**src/alu_settings.svh**
```systemverilog
// ######################################
// ALU settings
// widths shared by the packages and RTL
// ######################################

`ifndef ALU_SETTINGS_SVH
`define ALU_SETTINGS_SVH

`define ALU_DATA_W  64 // operand width
`define ALU_HALF_W  32 // narrow op width
`define ALU_FUNC_W  4
`define ALU_CLASS_W 3
`define ALU_FLAG_W  6  // C O A S Z P

`endif

```
**src/alu_op_pkg.sv**
```systemverilog
// ######################################
// ALU operation types
// op word, class and function codes
// ######################################

`include "alu_settings.svh"

package alu_op_pkg;

  typedef enum logic [`ALU_CLASS_W-1:0] {
    CLS_ADD   = 3'd0,
    CLS_SUB   = 3'd1,
    CLS_LOGIC = 3'd2,
    CLS_MOVE  = 3'd3,
    CLS_CMOV  = 3'd4,
    CLS_CSET  = 3'd5
  } op_class_e;

  typedef enum logic [`ALU_FUNC_W-1:0] {
    F_AND  = 4'd0,
    F_OR   = 4'd1,
    F_XOR  = 4'd2,
    F_XNOR = 4'd3,
    F_ANDN = 4'd4 // a and not b
  } logic_func_e;

  typedef enum logic [`ALU_FUNC_W-1:0] {
    F_MOV   = 4'd0,
    F_ZXT8  = 4'd1,
    F_ZXT16 = 4'd2,
    F_ZXT32 = 4'd3,
    F_SXT8  = 4'd4,
    F_SXT16 = 4'd5,
    F_SXT32 = 4'd6
  } move_func_e;

  // add/sub func bit, set takes carry-in from flag C
  localparam int ARITH_CIN_BIT = 0;

  typedef struct packed {
    op_class_e               cls;
    logic                    wide; // 1 = 64 bit
    logic [`ALU_FUNC_W-1:0]  func;
  } alu_op_fields_t;

  typedef struct packed {
    op_class_e               cls;
    logic                    wide;
    logic [`ALU_FUNC_W-1:0]  cond; // condition code for cmov/cset
  } cond_op_fields_t;

  typedef union packed {
    alu_op_fields_t  f;
    cond_op_fields_t c;
  } alu_op_u;

endpackage

```
**src/alu_flag_pkg.sv**
```systemverilog
// ######################################
// ALU flag types
// flag word, conditions, unit results
// ######################################

`include "alu_settings.svh"

package alu_flag_pkg;

  typedef enum logic [3:0] {
    COND_Z, COND_NZ, COND_S, COND_NS,
    COND_UGT, COND_ULE, COND_UGE, COND_ULT,
    COND_SGT, COND_SLE, COND_SGE, COND_SLT,
    COND_O, COND_NO, COND_P, COND_ALWAYS
  } cond_e;

  typedef struct packed {
    logic c;
    logic o;
    logic a; // nibble carry
    logic s;
    logic z;
    logic p; // parity even
  } flags_t;

  typedef struct packed {
    logic                   active;
    logic [`ALU_DATA_W-1:0] value;
    logic                   sign;
    logic                   carry;
    logic                   overflow;
    logic                   aux;
  } add_res_t;

  typedef struct packed {
    logic [`ALU_DATA_W-1:0] value;
    logic                   sign;
    logic                   keep_flags; // cmov/cset leave flags alone
  } logic_res_t;

  typedef struct packed {
    logic                   valid;
    logic [`ALU_DATA_W-1:0] result;
    flags_t                 flags;
  } alu_out_t;

endpackage

```
**src/cond_eval.sv**
```systemverilog
// ######################################
// condition evaluator
// tests one of 16 conditions on flags
// ######################################

`timescale 1ns/1ps

module cond_eval (
  input  alu_flag_pkg::flags_t flags,
  input  alu_flag_pkg::cond_e  cond,
  output logic                 taken
);

  always_comb
  begin
    taken = 1'b1;
    case (cond)
      alu_flag_pkg::COND_Z:      taken = flags.z;
      alu_flag_pkg::COND_NZ:     taken = ~flags.z;
      alu_flag_pkg::COND_S:      taken = flags.s;
      alu_flag_pkg::COND_NS:     taken = ~flags.s;
      // c set means no borrow
      alu_flag_pkg::COND_UGT:    taken = flags.c & ~flags.z;
      alu_flag_pkg::COND_ULE:    taken = ~flags.c | flags.z;
      alu_flag_pkg::COND_UGE:    taken = flags.c;
      alu_flag_pkg::COND_ULT:    taken = ~flags.c;
      alu_flag_pkg::COND_SGT:    taken = ~((flags.s ^ flags.o) | flags.z);
      alu_flag_pkg::COND_SLE:    taken = (flags.s ^ flags.o) | flags.z;
      alu_flag_pkg::COND_SGE:    taken = ~(flags.s ^ flags.o);
      alu_flag_pkg::COND_SLT:    taken = flags.s ^ flags.o;
      alu_flag_pkg::COND_O:      taken = flags.o;
      alu_flag_pkg::COND_NO:     taken = ~flags.o;
      alu_flag_pkg::COND_P:      taken = flags.p;
      alu_flag_pkg::COND_ALWAYS: taken = 1'b1;
      default:                   taken = 1'b1;
    endcase
  end

endmodule

```
**src/add_unit.sv**
```systemverilog
// ######################################
// adder unit
// 64/32 bit add and subtract with flags
// ######################################

`timescale 1ns/1ps
`include "alu_settings.svh"

module add_unit (
  input  alu_op_pkg::alu_op_u     op,
  input  logic [`ALU_DATA_W-1:0]  a,
  input  logic [`ALU_DATA_W-1:0]  b,
  input  logic                    carry_in,
  output alu_flag_pkg::add_res_t  res
);

  logic                   is_sub;
  logic                   use_cin;
  logic                   cin;
  logic [`ALU_DATA_W-1:0] b_op;
  logic [`ALU_DATA_W:0]   full_sum;
  logic [`ALU_HALF_W:0]   half_sum;
  logic [4:0]             nib_sum;
  logic                   ovf_full;
  logic                   ovf_half;

  assign is_sub  = (op.f.cls == alu_op_pkg::CLS_SUB);
  assign use_cin = op.f.func[alu_op_pkg::ARITH_CIN_BIT];

  // subtract is a + ~b + 1, or a + ~b + C with carry-in
  assign b_op = is_sub ? ~b : b;
  assign cin  = use_cin ? carry_in : is_sub;

  assign full_sum = {1'b0, a} + {1'b0, b_op} + {{`ALU_DATA_W{1'b0}}, cin};
  assign half_sum = {1'b0, a[`ALU_HALF_W-1:0]} + {1'b0, b_op[`ALU_HALF_W-1:0]}
                    + {{`ALU_HALF_W{1'b0}}, cin};
  assign nib_sum  = {1'b0, a[3:0]} + {1'b0, b_op[3:0]} + {4'b0, cin}; // carry out of bit 3

  assign ovf_full = (a[`ALU_DATA_W-1] == b_op[`ALU_DATA_W-1])
                    && (full_sum[`ALU_DATA_W-1] != a[`ALU_DATA_W-1]);
  assign ovf_half = (a[`ALU_HALF_W-1] == b_op[`ALU_HALF_W-1])
                    && (half_sum[`ALU_HALF_W-1] != a[`ALU_HALF_W-1]);

  always_comb
  begin
    res.active = (op.f.cls == alu_op_pkg::CLS_ADD) || is_sub;
    res.aux    = nib_sum[4];
    if (op.f.wide)
    begin
      res.value    = full_sum[`ALU_DATA_W-1:0];
      res.sign     = full_sum[`ALU_DATA_W-1];
      res.carry    = full_sum[`ALU_DATA_W];
      res.overflow = ovf_full;
    end
    else
    begin
      res.value    = {{(`ALU_DATA_W-`ALU_HALF_W){1'b0}}, half_sum[`ALU_HALF_W-1:0]};
      res.sign     = half_sum[`ALU_HALF_W-1];
      res.carry    = half_sum[`ALU_HALF_W];
      res.overflow = ovf_half;
    end
  end

endmodule

```
**src/logic_unit.sv**
```systemverilog
// ######################################
// logic unit
// logic, move/extend, cmov and cset
// ######################################

`timescale 1ns/1ps
`include "alu_settings.svh"

module logic_unit (
  input  alu_op_pkg::alu_op_u       op,
  input  logic [`ALU_DATA_W-1:0]    a,
  input  logic [`ALU_DATA_W-1:0]    b,
  input  alu_flag_pkg::flags_t      flags,
  output alu_flag_pkg::logic_res_t  res
);

  logic                   taken;
  logic [`ALU_DATA_W-1:0] logic_val;
  logic [`ALU_DATA_W-1:0] move_val;
  logic [`ALU_DATA_W-1:0] op_val;
  logic [`ALU_DATA_W-1:0] value;

  cond_eval u_cond (
    .flags (flags),
    .cond  (alu_flag_pkg::cond_e'(op.c.cond)),
    .taken (taken)
  );

  always_comb
  begin
    case (alu_op_pkg::logic_func_e'(op.f.func))
      alu_op_pkg::F_AND:  logic_val = a & b;
      alu_op_pkg::F_OR:   logic_val = a | b;
      alu_op_pkg::F_XOR:  logic_val = a ^ b;
      alu_op_pkg::F_XNOR: logic_val = ~(a ^ b);
      alu_op_pkg::F_ANDN: logic_val = a & ~b;
      default:            logic_val = '0;
    endcase
  end

  // source is always b
  always_comb
  begin
    case (alu_op_pkg::move_func_e'(op.f.func))
      alu_op_pkg::F_MOV:   move_val = b;
      alu_op_pkg::F_ZXT8:  move_val = {{(`ALU_DATA_W-8){1'b0}}, b[7:0]};
      alu_op_pkg::F_ZXT16: move_val = {{(`ALU_DATA_W-16){1'b0}}, b[15:0]};
      alu_op_pkg::F_ZXT32: move_val = {{(`ALU_DATA_W-32){1'b0}}, b[31:0]};
      alu_op_pkg::F_SXT8:  move_val = {{(`ALU_DATA_W-8){b[7]}}, b[7:0]};
      alu_op_pkg::F_SXT16: move_val = {{(`ALU_DATA_W-16){b[15]}}, b[15:0]};
      alu_op_pkg::F_SXT32: move_val = {{(`ALU_DATA_W-32){b[31]}}, b[31:0]};
      default:             move_val = '0;
    endcase
  end

  always_comb
  begin
    case (op.f.cls)
      alu_op_pkg::CLS_LOGIC: op_val = logic_val;
      alu_op_pkg::CLS_MOVE:  op_val = move_val;
      alu_op_pkg::CLS_CMOV:  op_val = taken ? b : a;
      alu_op_pkg::CLS_CSET:  op_val = {{(`ALU_DATA_W-1){1'b0}}, taken};
      default:               op_val = '0; // add/sub handled by the adder
    endcase
  end

  // narrow ops clear the upper half
  assign value = op.f.wide ? op_val
                 : {{(`ALU_DATA_W-`ALU_HALF_W){1'b0}}, op_val[`ALU_HALF_W-1:0]};

  assign res.value      = value;
  assign res.sign       = op.f.wide ? value[`ALU_DATA_W-1] : value[`ALU_HALF_W-1];
  assign res.keep_flags = (op.f.cls == alu_op_pkg::CLS_CMOV)
                          || (op.f.cls == alu_op_pkg::CLS_CSET);

endmodule

```
**src/result_stage.sv**
```systemverilog
// ######################################
// result stage
// picks unit result, forms flags, regs
// ######################################

`timescale 1ns/1ps
`include "alu_settings.svh"

module result_stage (
  input  logic                      clk,
  input  logic                      rst,
  input  logic                      in_valid,
  input  alu_flag_pkg::add_res_t    add_res,
  input  alu_flag_pkg::logic_res_t  logic_res,
  input  alu_flag_pkg::flags_t      flags,
  output alu_flag_pkg::alu_out_t    out
);

  logic [`ALU_DATA_W-1:0] sel_value;
  logic                   sel_sign;
  alu_flag_pkg::flags_t   next_flags;

  assign sel_value = add_res.active ? add_res.value : logic_res.value;
  assign sel_sign  = add_res.active ? add_res.sign : logic_res.sign;

  always_comb
  begin
    next_flags.s = sel_sign;
    next_flags.z = (sel_value == '0);
    next_flags.p = ~^sel_value[7:0]; // even parity, low byte
    if (add_res.active)
    begin
      next_flags.c = add_res.carry;
      next_flags.o = add_res.overflow;
      next_flags.a = add_res.aux;
    end
    else
    begin
      next_flags.c = 1'b0;
      next_flags.o = 1'b0;
      next_flags.a = 1'b0;
    end
    if (logic_res.keep_flags && !add_res.active)
      next_flags = flags; // cmov/cset pass flags through
  end

  always_ff @(posedge clk)
  begin
    if (rst)
    begin
      out.valid  <= 1'b0;
      out.result <= '0;
      out.flags  <= alu_flag_pkg::flags_t'({`ALU_FLAG_W{1'b0}});
    end
    else
    begin
      out.valid  <= in_valid;
      out.result <= sel_value;
      out.flags  <= next_flags;
    end
  end

endmodule

```
**src/alu_top.sv**
```systemverilog
// ######################################
// ALU top level
// adder and logic unit into result stage
// ######################################

`timescale 1ns/1ps
`include "alu_settings.svh"

module alu_top (
  input  logic                    clk,
  input  logic                    rst,
  input  logic                    in_valid,
  input  alu_op_pkg::alu_op_u     op,
  input  logic [`ALU_DATA_W-1:0]  a,
  input  logic [`ALU_DATA_W-1:0]  b,
  input  alu_flag_pkg::flags_t    flags_in,
  output alu_flag_pkg::alu_out_t  out
);

  alu_flag_pkg::add_res_t   add_res;
  alu_flag_pkg::logic_res_t logic_res;

  add_unit u_add (
    .op       (op),
    .a        (a),
    .b        (b),
    .carry_in (flags_in.c),
    .res      (add_res)
  );

  logic_unit u_logic (
    .op    (op),
    .a     (a),
    .b     (b),
    .flags (flags_in),
    .res   (logic_res)
  );

  result_stage u_result (
    .clk       (clk),
    .rst       (rst),
    .in_valid  (in_valid),
    .add_res   (add_res),
    .logic_res (logic_res),
    .flags     (flags_in),
    .out       (out)
  );

endmodule

```
**config.mk**
```make
export PLATFORM = sky130hd
export DESIGN_NAME = alu_top
export DESIGN_NICKNAME = d
export VERILOG_FILES = /design/src/alu_op_pkg.sv /design/src/alu_flag_pkg.sv /design/src/cond_eval.sv /design/src/add_unit.sv /design/src/logic_unit.sv /design/src/result_stage.sv /design/src/alu_top.sv
export VERILOG_INCLUDE_DIRS = /design/src
export SDC_FILE = /design/constraint.sdc
export NUM_CORES = 1
export LEC_CHECK = 0
export ABC_CLOCK_PERIOD_IN_PS = 7100
export BUFFER_PORTS_ARGS = -buffer_cell sky130_fd_sc_hd__clkbuf_2
export CAP_MARGIN = 30
export CORE_ASPECT_RATIO = 1.2
export CORE_MARGIN = 2
export CORE_UTILIZATION = 58
export DETAILED_ROUTE_END_ITERATION = 8
export GPL_ROUTABILITY_DRIVEN = 0
export PLACE_DENSITY = 0.91
export SYNTH_ARGS = -nofsm -noshare
export SYNTH_HDL_FRONTEND = slang
export SYNTH_HIERARCHICAL = 1
export SYNTH_SLANG_ARGS = --single-unit
```
**constraint.sdc**
```tcl
create_clock -name clk -period 7.1 [get_ports clk]
set_clock_uncertainty 0.05 [all_clocks]
set_input_delay 1.42 -clock clk [delete_from_list [all_inputs] [get_ports clk]]
set_output_delay 1.42 -clock clk [all_outputs]
set_load 0.02 [all_outputs]
```
==> impl_metrics.csv <==
group,metric,value,unit
cts,holdBufCountCts,0,
placed_design,dpl.hpwl,35100,um
critical_path,cp_max_fo,22,
cells_and_area,nNetsFinal,2375,
floorplanning,fp-row-count,62,
synth,ys_seq_area_share,10.2,%
critical_path,crit_slowest_cell,"o41ai_2",
cells_and_area,antenna_cells,0,
cells_and_area,utilization,64.4,%
synth,synth-edff-count,0,
cells_and_area,fillCellCount,2060,
cells_and_area,multi_input_area,11300,sq um
synth,synth-async-reset-ratio,0,%
critical_path,cp.required,7.33,ns
cts,cts_tree,"yes",
synth,synthAdderAreaFrac,12.0,%
critical_path,worst_path_most_repeated_cell,"a21oi_1",
synth,syn-cell-area,14000,sq um
pwr,power_density,148,nW/um^2
cts,cts_resized,0,
sta,tns,0,ns
synth,synth_top_family_by_area,"compound AO/OA/AOI/OAI gates",
synth,synth_xor_xnor_area_share,10.1,%
critical_path,critPathLaunch,"op[6]",
cells_and_area,drive_gt1_share,15.6,%
cells_and_area,top_regs,"u_result/out (71)",
placed_design,numPortBuffers,215,
drt,drtAntennaViolNets,0,
synth,synth-seq-cells,71,
grt,antenna_found_initial,1,
drt,drt_iter0_markers,2160,
pwr,power,2.28,mW
synth,syn-instance-count,1999,
sta,worst_pin_slew,1.09,ns
cells_and_area,area_growth,9.64,%
drt,drc_errors,3,
drt,via_per_inst,6.73,
min_path,min_path_type,"in -> reg",
synth,synthMuxAreaShare,11.6,%
critical_path,cp_top_family,"compound AO/OA/AOI/OAI gates",
grt,grt_pass1_vias,15700,
synth,synth_ff_type,"dfxtp_1",
grt,grt_pass1_wl,77100,um
floorplanning,coreArea,23800,sq um
cts,path_clk_slew,0.07,ns
sta,setup-violations-final,0,
cells_and_area,top_register,"u_result/out",
floorplanning,io_pins,216,
cts,clockBufferDepth,2,
cts,cts_setup_buffers,0,
grt,overflow,0,
sta,rsz0062_at_grt,"false",
grt,track_usage,36.5,%
critical_path,worstSetupPathType,"in -> reg",
synth,yosysUniqueCellTypes,94,
min_path,worstHoldStart,"in_valid",
synth,synth_compound_area_share,26.1,%
cts,numCtsBuffers,9,
sta,slew_headroom,26.5,%
critical_path,worstPathArrival,6.56,ns
job,drv_cap,0,
grt,grt_max_degree,73,
drt,vias,16300,
sta,fmax,158,MHz
critical_path,cp-end-kind,"register",
sta,slew_violations,0,
sta,period_share,89.1,%
pwr,ir_worst_vdd,0.140,mV
drt,avgRoutedWirePerCell,19.8,um
run_status,outcome,"finished with violations",
synth,yosys.area_share.simple,20.8,%
floorplanning,dieArea,25400,sq um
sta,fin_crit,6.32,ns
sta,hold_viol_final,0,
critical_path,slowest_delay,0.69,ns
cts,cts_sinks,71,
run_status,violations,"DRC",
synth,avgSynthCellArea,7.00,sq um
floorplanning,start_util,58.7,%
cells_and_area,regArea,1420,sq um
critical_path,cp_num_buf_inv,2,
drt,postRouteWirelength,47900,um
cells_and_area,largest_reg_flops,71,
critical_path,start_kind,"input pin",
synth,ys_warn_count,6,
drt,drtPass1Iterations,9,
floorplanning,die_w,146,um
cts,clockRootBuffer,"clkbuf_16",
synth,synth_nets,2277,
cts,h-tree-depth,3,
floorplanning,die_h,174,um
pwr,leakagePower,7.31,nW
critical_path,crit_chain,"clkbuf_2, nor2_4, and2_4, xor2_1, fa_1, inv_1, fa_1, nand2b_1, a211oi_1, o21ai_1, o41ai_2, a21oi_1, o21ai_2, a21oi_1, o31ai_1, xor2_1, nor4_1, nand4_1, a21oi_1, nand2_1, o32ai_1",
==> where the power goes <==
part / total (mW) / internal (mW) / leakage, nW / switching, mW
registers: 0.434 / 0.426 / 0.579 / 0.00771
clock network: 0.541 / 0.340 / 0.158 / 0.200
logic: 1.30 / 0.486 / 6.57 / 0.814
total: 2.28 / 1.25 / 7.31 / 1.02
==> layout make-up <==
| type | count | area share [%] |
|---|---|---|
| Multi-Input combinational cell | 1624 | 74.0 |
| Sequential cell | 71 | 9.27 |
| Timing Repair Buffer | 238 | 8.19 |
| Inverter | 153 | 3.74 |
| Tap cell | 320 | 2.61 |
| Clock buffer | 9 | 1.47 |
| Clock inverter | 6 | 0.718 |
==> cell families (layout without fill, tap and decap cells) <==
group | count (synthesis) | after routing
AND/OR/NAND/NOR | 620 | 620
flip-flops | 71 | 71
adder cells (fa/ha/maj) | 133 | 133
AO/OA/AOI/OAI | 553 | 553
multiplexers | 158 | 158
buffers and inverters | 304 | 406
XOR/XNOR | 160 | 160
==> final timing paths <==
check / endpoint / depth (start not counted)
max: u_result/out[1] / 21
min: u_result/out[70] / 2
==> synthesized netlist by cell type, types with 4 or more instances <==
cell	n	area share [%]
o21bai_1	11	0.59
a222oi_1	7	0.50
nor2_1	166	4.5
ha_1	131	12
clkbuf_1	74	2.0
o21ai_1	12	0.43
a32o_1	32	2.3
nor4_1	27	1.2
dfxtp_1	71	10
a21oi_1	148	5.3
buf_1	8	0.21
and3b_1	13	0.81
a221oi_1	48	3.0
a31o_2	4	0.25
nand2_1	243	6.5
or4_1	4	0.21
a22oi_1	22	1.2
nor2b_1	8	0.36
nand3b_1	4	0.21
a31oi_1	30	1.3
nand4_1	25	1.1
xor2_1	122	7.6
o21ai_0	132	4.7
or3_1	7	0.31
o21a_1	9	0.48
nand3_1	50	1.8
xnor2_1	37	2.3
nor3_1	11	0.39
buf_4	15	0.81
a311oi_1	4	0.25
buf_2	50	1.8
mux2i_1	123	8.8
a211oi_1	7	0.38
nand2b_1	26	1.2
inv_1	151	4.1
a21o_1	45	2.4
mux2_2	35	2.8
==> stage by stage <==
stage	hold WS, ns	instance area (sq um)	cells	worst slack (ns)
after floorplan	1.50	14000	1999	1.06
after global placement	1.58	15000	2406	0.904
after detailed placement	1.59	15000	2406	0.702
after CTS	1.21	15300	2421	1.04
after global routing	1.21	15300	2421	0.469
final	1.21	15300	2421	0.775
==> placed cells by master (no fill, tap or decap), types with 4 or more instances in the layout <==
master,synthesis,layout
a31oi_1,30,30
a221oi_1,48,48
or3_1,7,7
nand2_1,243,243
o21a_1,9,9
nor2_1,166,164
a211oi_1,7,7
buf_4,15,26
ha_1,131,131
nor3_1,11,11
a22oi_1,22,22
mux2_2,35,35
xor2_1,122,122
nor2b_1,8,6
nor4_1,27,27
a31o_2,4,4
nand4_1,25,25
clkbuf_2,1,212
mux2i_1,123,123
clkbuf_16,0,9
xnor2_1,37,37
o21ai_0,132,131
o21ai_1,12,12
a222oi_1,7,7
a21o_1,45,45
a21oi_1,148,148
a32o_1,32,32
nand2b_1,26,26
inv_1,151,151
nand3b_1,4,4
dfxtp_1,71,71
nand3_1,50,50
a311oi_1,4,4
or4_1,4,4
o21bai_1,11,11
and3b_1,13,13
==> per-layer routing <==
metal  global-route usage (%)  wire length [um]
met1                     41.3             17000
met5                        0                13
met3                     9.00              5430
met4                     26.0              3610
met2                     60.0             21900
Note: power is estimated with default switching activity, not from simulation.
